$ cat src/hw/looper_macros.svh
`ifndef LOOPER_MACROS_SVH
`define LOOPER_MACROS_SVH

// ==================================================
// Dispatcher sizes
// ==================================================

// Cores fed by the dispatcher
`define LOOPER_N_CORE 4

// Grid dimensions walked per job
`define LOOPER_VDIM 2

// Bits in one grid coordinate
`define LOOPER_WORK_BW 12

// Undone blocks a single core may hold
`define LOOPER_MAX_PENDING 3

`endif

$ cat src/hw/looper_pkg.sv
`include "looper_macros.svh"

package looper_pkg;

	// ==================================================
	// Grid values
	// ==================================================

	// One coordinate of the block grid
	typedef logic [`LOOPER_WORK_BW-1:0] work_t;

	// Step, end or offset across all dimensions, dim 0 in the low slice
	typedef work_t [`LOOPER_VDIM-1:0] grid_vec_t;

	// One bit per core
	typedef logic [`LOOPER_N_CORE-1:0] core_mask_t;

	// Per-core dispatch offsets
	typedef grid_vec_t [`LOOPER_N_CORE-1:0] core_ofs_t;

	// ==================================================
	// State machines
	// ==================================================

	typedef enum logic [1:0] {G_IDLE, G_RUN, G_LAST_WAIT} grid_state_t;

	typedef enum logic [1:0] {J_IDLE, J_ISSUE, J_DRAIN, J_ACK} job_state_t;

endpackage

$ cat src/hw/ofs_if.sv
`timescale 1ns/1ps

interface ofs_if;

	import looper_pkg::*;

	// Offset valid from the grid stage
	logic rdy;
	// Taken by the looper, transfer on rdy && ack
	logic ack;
	// Current grid point
	grid_vec_t ofs;
	// High while the final grid point is presented
	logic last;

	// Grid stage side
	modport src (output rdy, output ofs, output last, input ack);

	// Looper side
	modport dst (input rdy, input ofs, input last, output ack);

endinterface

$ cat src/hw/grid_offset_stage.sv
`timescale 1ns/1ps
`include "looper_macros.svh"

module grid_offset_stage (
	input  logic                  i_clk,
	input  logic                  i_arst_n,
	input  logic                  i_start,
	input  looper_pkg::grid_vec_t i_step,
	input  looper_pkg::grid_vec_t i_end,
	ofs_if.src                    o_ofs
);

	import looper_pkg::*;

	localparam int VDIM = `LOOPER_VDIM;
	localparam int WBW  = `LOOPER_WORK_BW;

	grid_state_t state_r;
	grid_vec_t   cnt_r;
	grid_vec_t   cnt_nx;
	// One extra bit so a sum near the top of the range still compares right
	logic [WBW:0]    sum  [VDIM];
	logic [WBW:0]    nsum [VDIM];
	logic [VDIM-1:0] wrap;
	logic [VDIM-1:0] nwrap;
	logic [VDIM-1:0] zwrap;
	logic            xfer;

	// ==================================================
	// Offset stream
	// ==================================================

	assign o_ofs.rdy  = (state_r != G_IDLE);
	assign o_ofs.last = (state_r == G_LAST_WAIT);
	assign o_ofs.ofs  = cnt_r;
	assign xfer       = o_ofs.rdy && o_ofs.ack;

	// ==================================================
	// Next raster point
	// ==================================================

	always_comb begin : next_point
		logic carry;
		carry = 1'b1;
		for (int d = 0; d < VDIM; d++) begin
			sum[d]  = {1'b0, cnt_r[d]} + {1'b0, i_step[d]};
			wrap[d] = (sum[d] >= {1'b0, i_end[d]});
			// Dim 0 always advances, higher dims only on carry
			if (!carry) begin
				cnt_nx[d] = cnt_r[d];
			end else if (wrap[d]) begin
				cnt_nx[d] = '0;
			end else begin
				cnt_nx[d] = sum[d][WBW-1:0];
			end
			carry = carry & wrap[d];
			// Would the point after next wrap here
			nsum[d]  = {1'b0, cnt_nx[d]} + {1'b0, i_step[d]};
			nwrap[d] = (nsum[d] >= {1'b0, i_end[d]});
			// Origin is already the last point when step covers end
			zwrap[d] = (i_step[d] >= i_end[d]);
		end
	end

	// ==================================================
	// Walk FSM
	// ==================================================

	always_ff @(posedge i_clk or negedge i_arst_n) begin
		if (!i_arst_n) begin
			state_r <= G_IDLE;
			cnt_r   <= '0;
		end else begin
			case (state_r)
				G_IDLE: begin
					// Origin shows up the cycle after start
					if (i_start) begin
						cnt_r   <= '0;
						state_r <= (&zwrap) ? G_LAST_WAIT : G_RUN;
					end
				end
				G_RUN: begin
					if (xfer) begin
						cnt_r <= cnt_nx;
						if (&nwrap) begin
							state_r <= G_LAST_WAIT;
						end
					end
				end
				G_LAST_WAIT: begin
					// Every dim wraps here, counter returns to zero
					if (xfer) begin
						cnt_r   <= cnt_nx;
						state_r <= G_IDLE;
					end
				end
				default: begin
					state_r <= G_IDLE;
				end
			endcase
		end
	end

endmodule

$ cat src/hw/pending_semaphore.sv
`timescale 1ns/1ps
`include "looper_macros.svh"

module pending_semaphore #(
	parameter int P_MAX = `LOOPER_MAX_PENDING
) (
	input  logic i_clk,
	input  logic i_arst_n,
	input  logic i_inc,
	input  logic i_dec,
	output logic o_full,
	output logic o_empty
);

	// Enough bits to count 0 through P_MAX
	localparam int CW = $clog2(P_MAX + 1);

	logic [CW-1:0] cnt_r;

	// ==================================================
	// Outstanding block count
	// ==================================================

	always_ff @(posedge i_clk or negedge i_arst_n) begin
		if (!i_arst_n) begin
			cnt_r <= '0;
		end else begin
			// Inc and dec together cancel
			if (i_inc && !i_dec) begin
				cnt_r <= cnt_r + 1'b1;
			end else if (i_dec && !i_inc) begin
				cnt_r <= cnt_r - 1'b1;
			end
		end
	end

	// Full blocks the next dispatch to this core
	assign o_full  = (cnt_r == CW'(P_MAX));
	assign o_empty = (cnt_r == '0);

endmodule

$ cat src/hw/block_looper.sv
`timescale 1ns/1ps
`include "looper_macros.svh"

module block_looper (
	input  logic                   i_clk,
	input  logic                   i_arst_n,
	input  logic                   i_src_rdy,
	output logic                   o_src_ack,
	output logic                   o_start,
	ofs_if.dst                     i_ofs,
	output looper_pkg::core_mask_t o_bofs_rdy,
	input  looper_pkg::core_mask_t i_bofs_ack,
	output looper_pkg::core_ofs_t  o_bofss,
	input  looper_pkg::core_mask_t i_blkdone
);

	import looper_pkg::*;

	localparam int N_CORE = `LOOPER_N_CORE;

	job_state_t state_r;
	logic       start_r;
	// Slot k holds an offset not yet taken by core k
	core_mask_t slot_vld_r;
	core_mask_t can_send;
	core_mask_t sel;
	core_mask_t load;
	core_mask_t core_xfer;
	core_mask_t sem_full;
	core_mask_t sem_empty;
	logic       ofs_xfer;
	logic       all_idle;

	// ==================================================
	// Slot selection
	// ==================================================

	assign can_send = ~slot_vld_r;

	// Highest empty slot wins
	always_comb begin : msb_pick
		logic found;
		found = 1'b0;
		sel   = '0;
		for (int k = N_CORE - 1; k >= 0; k--) begin
			if (can_send[k] && !found) begin
				sel[k] = 1'b1;
				found  = 1'b1;
			end
		end
	end

	// Take an offset only while some slot can hold it
	assign i_ofs.ack = (state_r == J_ISSUE) && (|can_send);
	assign ofs_xfer  = i_ofs.rdy && i_ofs.ack;
	assign load      = sel & {N_CORE{ofs_xfer}};

	// Core sees its slot only when it has room for another block
	assign o_bofs_rdy = slot_vld_r & ~sem_full;
	assign core_xfer  = o_bofs_rdy & i_bofs_ack;

	// Job done once nothing is queued or outstanding
	assign all_idle = !(|slot_vld_r) && (&sem_empty);

	assign o_start   = start_r;
	assign o_src_ack = (state_r == J_ACK);

	// ==================================================
	// Job FSM
	// ==================================================

	always_ff @(posedge i_clk or negedge i_arst_n) begin
		if (!i_arst_n) begin
			state_r <= J_IDLE;
			start_r <= 1'b0;
		end else begin
			// Start is a one-cycle pulse
			start_r <= 1'b0;
			case (state_r)
				J_IDLE: begin
					if (i_src_rdy) begin
						start_r <= 1'b1;
						state_r <= J_ISSUE;
					end
				end
				J_ISSUE: begin
					if (ofs_xfer && i_ofs.last) begin
						state_r <= J_DRAIN;
					end
				end
				J_DRAIN: begin
					// Wait for every core to report its blocks
					if (all_idle) begin
						state_r <= J_ACK;
					end
				end
				J_ACK: begin
					state_r <= J_IDLE;
				end
				default: begin
					state_r <= J_IDLE;
				end
			endcase
		end
	end

	// ==================================================
	// Dispatch slots
	// ==================================================

	always_ff @(posedge i_clk or negedge i_arst_n) begin
		if (!i_arst_n) begin
			slot_vld_r <= '0;
			o_bofss    <= '0;
		end else begin
			for (int k = 0; k < N_CORE; k++) begin
				// Load only hits an empty slot, so never clashes with a take
				if (load[k]) begin
					slot_vld_r[k] <= 1'b1;
					o_bofss[k]    <= i_ofs.ofs;
				end else if (core_xfer[k]) begin
					slot_vld_r[k] <= 1'b0;
				end
			end
		end
	end

	// Pending counters, bumped on take and dropped on done
	genvar g;
	generate
		for (g = 0; g < N_CORE; g++) begin : g_sem
			pending_semaphore #(
				.P_MAX(`LOOPER_MAX_PENDING)
			) u_sem (
				.i_clk   (i_clk),
				.i_arst_n(i_arst_n),
				.i_inc   (core_xfer[g]),
				.i_dec   (i_blkdone[g]),
				.o_full  (sem_full[g]),
				.o_empty (sem_empty[g])
			);
		end
	endgenerate

endmodule

$ cat src/hw/block_dispatch_top.sv
`timescale 1ns/1ps

module block_dispatch_top (
	input  logic                   i_clk,
	input  logic                   i_arst_n,
	// Host job handshake
	input  logic                   i_src_rdy,
	output logic                   o_src_ack,
	input  looper_pkg::grid_vec_t  i_bgrid_step,
	input  looper_pkg::grid_vec_t  i_bgrid_end,
	// Per-core block dispatch
	output looper_pkg::core_mask_t o_bofs_rdy,
	input  looper_pkg::core_mask_t i_bofs_ack,
	output looper_pkg::core_ofs_t  o_bofss,
	// Done strobes, one per finished block
	input  looper_pkg::core_mask_t i_blkdone
);

	// ==================================================
	// Internal links
	// ==================================================

	// Grid stage to looper offset stream
	ofs_if u_ofs_bus ();

	// Looper kicks the grid walk for each job
	logic start;

	// ==================================================
	// Grid walk
	// ==================================================

	// Step and end stay stable until the job is acked
	grid_offset_stage u_grid (
		.i_clk   (i_clk),
		.i_arst_n(i_arst_n),
		.i_start (start),
		.i_step  (i_bgrid_step),
		.i_end   (i_bgrid_end),
		.o_ofs   (u_ofs_bus.src)
	);

	// ==================================================
	// Core dispatch
	// ==================================================

	block_looper u_looper (
		.i_clk     (i_clk),
		.i_arst_n  (i_arst_n),
		.i_src_rdy (i_src_rdy),
		.o_src_ack (o_src_ack),
		.o_start   (start),
		.i_ofs     (u_ofs_bus.dst),
		.o_bofs_rdy(o_bofs_rdy),
		.i_bofs_ack(i_bofs_ack),
		.o_bofss   (o_bofss),
		.i_blkdone (i_blkdone)
	);

endmodule

$ cat config.mk
export PLATFORM = sky130hd
export DESIGN_NAME = block_dispatch_top
export DESIGN_NICKNAME = d
export VERILOG_FILES = /design/src/hw/looper_pkg.sv /design/src/hw/ofs_if.sv /design/src/hw/grid_offset_stage.sv /design/src/hw/pending_semaphore.sv /design/src/hw/block_looper.sv /design/src/hw/block_dispatch_top.sv
export VERILOG_INCLUDE_DIRS = /design/src /design/src/hw
export SDC_FILE = /design/constraint.sdc
export NUM_CORES = 1
export LEC_CHECK = 0
export ABC_AREA = 1
export BUFFER_PORTS_ARGS = -buffer_cell sky130_fd_sc_hd__buf_4
export CORE_MARGIN = 2
export CORE_UTILIZATION = 30
export DETAILED_ROUTE_END_ITERATION = 8
export PLACE_DENSITY = 0.6
export SLEW_MARGIN = 20
export SYNTH_ARGS = -nofsm -noshare
export SYNTH_HDL_FRONTEND = slang
export SYNTH_SLANG_ARGS = --single-unit
$ cat constraint.sdc
create_clock -name i_clk -period 5.5 [get_ports i_clk]
set_input_delay 0 -clock i_clk [delete_from_list [all_inputs] [get_ports i_clk]]
set_output_delay 0 -clock i_clk [all_outputs]
set_load 0.01 [all_outputs]
======== Word-level counts from Yosys, hierarchy flattened ========
Cells that the tools add are included.
storage, ports and cells
  memory bits (writable) .................. 0
  input port bits ......................... 59
  memories kept ........................... 0
  ROM bits ................................ 0
  latch bits .............................. 0
  output and inout port bits .............. 101
  bits in registers ....................... 137
  word-level logic and storage cells ...... 153
cells by class
  $add $sub $neg .......................... 12
  multiply operators ...................... 0
  equality and inequality tests ........... 17
  mux-type cells .......................... 40
  reductions and logical operators ........ 52
  divide/modulo/power cells ............... 0
  $lt $le $gt $ge ......................... 6
  shifts and indexed selects .............. 0
  bitwise logic cells ..................... 5
operators by type and width
  cell                   count
  $add A12 B12 Y13       4
  $ge A13 B12 Y1         4
  $mux W24               2
  $pmux W24 S2           1
  $mux W12               3
  $mux W2                16
  $ge A12 B12 Y1         2
  $reduce_bool A2 Y1     10
  $mux W1                16
  $logic_and A1 B1 Y1    15
  $eq A2 B2 Y1 const B   7
  $and A4 B4 Y4          3
  $logic_not A1 Y1       12
  $logic_not A2 Y1       6
  $ne A2 B1 Y1 const B   5
  $add A2 B1 Y2 const B  4
  $not A4 Y4             2
  $pmux W2 S4            1
  $reduce_and A4 Y1      2
  $reduce_or A4 Y1       2
  $sub A2 B1 Y2 const B  4
  $ne A2 B2 Y1 const B   3
  $pmux W2 S3            1
  $reduce_and A3 Y1      2
  other kinds (3)        5

======== Longest topological paths before layout ========
  word-level depth ........................ 13
  depth in mapped cells ................... 47
  mapped depth without buffers ............ 46

======== By module ========
A second synthesis with hierarchy kept.
second synthesis, totals
  cell total of the unflattened synthesis .. 1,239
  area, all modules ....................... 9,698.1 µm²
modules (own cells, without submodules)
  module             sequential area each (µm²)  area an instance (µm²)  cells an instance  times used
  grid_offset_stage  650.6                       5,220.0                 772                1
  block_looper       2,577.5                     3,957.5                 395                1
  pending_semaphore  50.0                        130.1                   18                 4

======== Worst setup path after synthesis ========
OpenSTA, ideal clock, no wires.
  path kind ............................... register to register
  from .................................... register u_grid.cnt_r (netlist bit u_grid.o_ofs.ofs[0])
  to ...................................... register u_grid.state_r[0]
  stages on the path, launching flop included .. 47
  setup slack ............................. 0.158 ns
  period minus slack after synthesis ...... 5.342 ns
  setup time .............................. 0.117 ns
  buffers on the path ..................... 1
  required time ........................... 5.383 ns
  arrival time ............................ 5.225 ns
  cells stage by stage .................... dfrtp_1 -> ha_1 -> inv_1 -> fa_1 -> inv_1 -> nand3_1 -> nand2_1 -> nand2_1 -> nand2_1 -> o21ai_1 -> o21ai_2 -> xor2_1 -> ha_1 -> nand2_1 -> inv_1 -> a21oi_1 -> nand2_1 -> nor2_1 -> [11 not listed] -> o21bai_1 -> a21oi_1 -> nor2_1 -> nor2_1 -> xor2_1 -> inv_1 -> ha_1 -> nand2_1 -> nor2_1 -> nand4_1 -> nand4_1 -> o21bai_1 -> nand2_1 -> nand2_1 -> a21oi_1 -> nand2_1 -> nand3_1 -> nand2_1
between the ends
  cells in the longest elaborated chain, start to end .. 8
  elaborated cells on any way between the ends .. 11
  those cells by class .................... add/sub (3); order compare (3); eq/ne (1); mux (2); reduce/logical (2)
RTL lines
  item                                    line                                              source
  start, declared                         grid_offset_stage.sv:19                           grid_vec_t cnt_r;
  start signal, assigned                  grid_offset_stage.sv:84                           cnt_r <= cnt_nx;
  start signal, assigned                  grid_offset_stage.sv:93                           cnt_r <= cnt_nx;
  $add A12 B12 Y13 (*)                    grid_offset_stage.sv:46                           sum[d] = {1'b0, cnt_r[d]} + {1'b0, i_step[d]};
  $ge A13 B12 Y1                          grid_offset_stage.sv:47                           wrap[d] = (sum[d] >= {1'b0, i_end[d]});
  $mux W12 (on tied branches)             grid_offset_stage.sv:51, grid_offset_stage.sv:49
  $add A12 B12 Y13                        grid_offset_stage.sv:58                           nsum[d] = {1'b0, cnt_nx[d]} + {1'b0, i_step[d]};
  $ge A13 B12 Y1                          grid_offset_stage.sv:59                           nwrap[d] = (nsum[d] >= {1'b0, i_end[d]});
  $reduce_and A2 Y1 (*)                   grid_offset_stage.sv:85                           if (&nwrap) begin
  $ne A2 B1 Y1 (no source line) (*)       -
  $reduce_and A4 Y1 (no source line) (*)  -
  end signal, assigned                    grid_offset_stage.sv:79                           state_r <= (&zwrap) ? G_LAST_WAIT : G_RUN;
  end, declared                           grid_offset_stage.sv:18                           grid_state_t state_r;
Every way passes the cells marked *; elsewhere a longest branch is shown, timed or not.
A chain may end at the register's enable or synchronous reset.

======== Worst setup path in the final report ========
  from .................................... register u_grid.cnt_r (netlist bit u_grid.o_ofs.ofs[12])
  to ...................................... register u_grid.state_r[0]
between the ends
  cells in the longest elaborated chain, start to end .. 9
RTL lines
  item                                    line                     source
  $add A12 B12 Y13                        grid_offset_stage.sv:46
  $ge A13 B12 Y1                          grid_offset_stage.sv:47
  $mux W12                                grid_offset_stage.sv:51  end else if (wrap[d]) begin
  $mux W12 (*)                            grid_offset_stage.sv:49  if (!carry) begin
  $add A12 B12 Y13 (*)                    grid_offset_stage.sv:58
  $ge A13 B12 Y1 (*)                      grid_offset_stage.sv:59
  $reduce_and A2 Y1 (*)                   grid_offset_stage.sv:85
  $ne A2 B1 Y1 (no source line) (*)       -
  $reduce_and A4 Y1 (no source line) (*)  -
Marked as above.

==> impl_metrics.json <==
{
  "fin_crit_ps": 5630,
  "clk_pin_slew_worst_paths_ps": 60,
  "hold_path.class": "in -> async",
  "synth_area_mm2": 0.00953,
  "yosysSeqAreaShare": 0.360,
  "async_flop_share": 1.00,
  "syn2layout_area_growth_pct": 34.7,
  "synth_flop_cell": "dfrtp_1",
  "groute.usage.overall": 0.175,
  "grt_pass1_wl_um": 45600,
  "die_y_um": 182,
  "p_seq_frac": 0.168,
  "synth_seq_cells": 137,
  "synth_edf_count": 0,
  "final_common_cell": "nand2_1",
  "tns_ps": -253,
  "violations": "setup timing",
  "postPlaceCellArea_mm2": 0.0116,
  "skew_ps": 13.3,
  "routed_wl_um": 29000,
  "drcViolationCount": 0,
  "setup_violations": 2,
  "design_area_mm2": 0.0128,
  "root_buffer": "clkbuf_16",
  "diodes": 0,
  "critPathKind": "reg -> reg",
  "comb_power_share": 0.703,
  "cts_tree": "built",
  "row_count": 65,
  "io_pins": 160,
  "switchingPower_mw": 4.40,
  "nets": 1630,
  "status": "complete, but fails checks",
  "arrival_ps": 5990,
  "htreeDepth": 4,
  "dieArea_mm2": 0.0332,
  "relSlewSlack": 0.426,
  "syn-instance-count": 1186,
  "vias": 8861,
  "synth_top_area_frac": 0.360,
  "p_leak_nw": 6.69,
  "cp-end-kind": "register",
  "routedWlPerCell_um": 15.7,
  "firstDrtPassIters": 5,
  "yosys.area.top_type": "dfrtp_1",
  "ys_top_cells_by_area": "dfrtp_1 36%, ha_1 17%, nand2_1 11%",
  "routabilityCongestion": 0.887,
  "finalHoldViolations": 0,
  "drv_cap": 0,
  "viasPerCell": 4.79,
  "clock_path_buffers": 2,
  "worstSetupStartpoint": "u_grid.o_ofs.ofs[12]$_DFFE_PN0P_",
  "swShare": 0.459,
  "peakVddDrop_mv": 0.275,
  "grt_pass1_vias": 8693,
  "start_util": 0.304,
  "fin_ws_ps": -128,
  "clock.fmax_mhz": 178,
  "fin_crit_sh": 1.02,
  "antenna_found_initial": 0,
  "clock_latency_ps": 430,
  "first_iter_violations": 582,
  "slowest_stage": "fa_1",
  "p_clk_frac": 0.129,
  "crit-reg2reg-launch": "u_grid.o_ofs.ofs[12]$_DFFE_PN0P_",
  "drive_gt1_frac": 0.254,
  "worstPathMaxFanout": 4,
  "globalRouteOverflowTotal": 0,
  "cts_buffers": 17,
  "grt_max_degree": 71,
  "r2r-end": "u_grid.state_r[0]$_DFFE_PN0P_",
  "syn_nets": 1381,
  "worst-r2r-setup-slack_ps": -130,
  "ant_nets": 0,
  "io_buffers": 159,
  "crit_required_ps": 5860,
  "p_int_mw": 5.19,
  "syn_area_per_cell_um2": 8.03,
  "critical_path.startpoint_type": "register",
  "power_density_mw_per_mm2": 747,
  "worst_pin_slew_ps": 861,
  "drv_slew": 0,
  "cp-endpoint": "u_grid.state_r[0]$_DFFE_PN0P_",
  "rsz0062_at_grt": "true",
  "rr_worst_depth": 36,
  "hpwl_um": 22500,
  "cpPeakStageDelay_ps": 410,
  "die_w_um": 182,
  "cts.sinks": 137,
  "core-area_mm2": 0.0314,
  "synth_cell_types": 45,
  "fill_cells": 3150,
  "layout_common_cells": "272 x nand2_1, 243 x buf_4, 149 x inv_1",
  "yosys_warnings": 0
}
## timing repair
item | 4_1_cts | 5_1_grt
resized for setup | 22 | 53
hold endpoints to repair | 78 | 0
setup buffers | 11 | 10
hold buffers | 10 | 0
endpoints found under the setup margin | 2 | 2
pin swaps | 25 | 50
cloned | 0 | 1
## final cells by class
class	count	area, um2	share of cell area
multi-input cells	866	5690	0.444
flip-flops and latches	137	3430	0.267
repair buffers	257	2000	0.156
inverters	156	589	0.0459
well taps	402	503	0.0392
clock buffers	19	453	0.0353
clock inverters	11	171	0.0134
## logic make-up (layout without fill, tap and decap cells)
| group | count (synthesis) | after routing | share of synthesized area |
|---|---|---|---|
| simple gates | 426 | 426 | 0.186 |
| compound gates | 260 | 260 | 0.157 |
| buf+inv | 183 | 443 | 0.0752 |
| flops | 137 | 137 | 0.360 |
| fa+ha+maj | 136 | 136 | 0.182 |
| xor+xnor | 44 | 44 | 0.0404 |
## routing by layer
layer / vias to the layer above / global-route usage / part of all wire
met1: 4156 / 0.226 / 0.46
li1: 4454 / - / -
met4: 0 / 0.0468 / 0.019
met3: 39 / 0.0303 / 0.042
met2: 212 / 0.301 / 0.48
met5: - / 0 / 0
## how the worst min path moves through the flow
stage / cells after the start / to / start
2_1_floorplan: 0 / u_grid.o_ofs.ofs[0]$_DFFE_PN0P_ / i_arst_n
3_3_place_gp: 1 / u_looper.o_bofss[53]$_DFFE_PN0P_ / i_arst_n
6_report: 2 / u_looper.o_bofss[75]$_DFFE_PN0P_ / i_arst_n
5_1_grt: 4 / u_grid.o_ofs.ofs[0]$_DFFE_PN0P_ / i_bgrid_step[0]
4_1_cts: 4 / u_grid.o_ofs.ofs[0]$_DFFE_PN0P_ / i_bgrid_step[0]
3_5_place_dp: 1 / u_looper.o_bofss[53]$_DFFE_PN0P_ / i_arst_n
## registers in the layout, indices dropped and copies added, names as in the netlist
register,flops
u_looper.g_sem.u_sem.cnt_r,8
u_grid.o_ofs.ofs,24
u_looper.slot_vld_r,4
u_looper.state_r,2
u_looper.o_bofss,96
u_grid.state_r,2
u_looper.o_start,1
## power by group through the flow
stage               clock network, mW  logic (mW)  registers [mW]
finish                           1.24        6.74            1.61
global route                     1.30        7.53            1.65
CTS                              1.26        6.19            1.61
detailed placement                  0        5.93            1.62
global placement                    0        5.82            1.61
floorplan                           0        3.68            1.67
## metrics by stage
stage / worst slack, ps / hold slack [ps] / utilization / total power, mW / std cells
after floorplan: 158 / -296 / - / 5.35 / 1186
after global placement: -151 / 69.0 / 0.370 / 7.43 / 1787
after detailed placement: -343 / 76.0 / 0.370 / 7.55 / 1787
after CTS: -163 / 145 / 0.398 / 9.06 / 1838
after global routing: -465 / 157 / 0.409 / 10.5 / 1848
final: -128 / 167 / 0.409 / 9.59 / 1848
## synth_stat cells (all sizes together), types with 6 or more instances
master  count
nand4      20
nor3       11
a21oi      82
ha        132
nand3      39
xor2       26
o22ai      18
o21bai      8
xnor2      18
nand2     294
dfrtp     137
clkbuf     15
inv       156
nor2       54
o211ai      6
o21ai     127
buf        12
## worst max-delay path, delay by kind of cell, from the launching register on
family,cells,cell delay (ps)
compound gates,9,1240
simple gates,16,1400
xor+xnor,2,450
buf+inv,4,570
flops,1,400
fa+ha+maj,5,1450
Note: power is estimated with default switching activity, not from simulation.
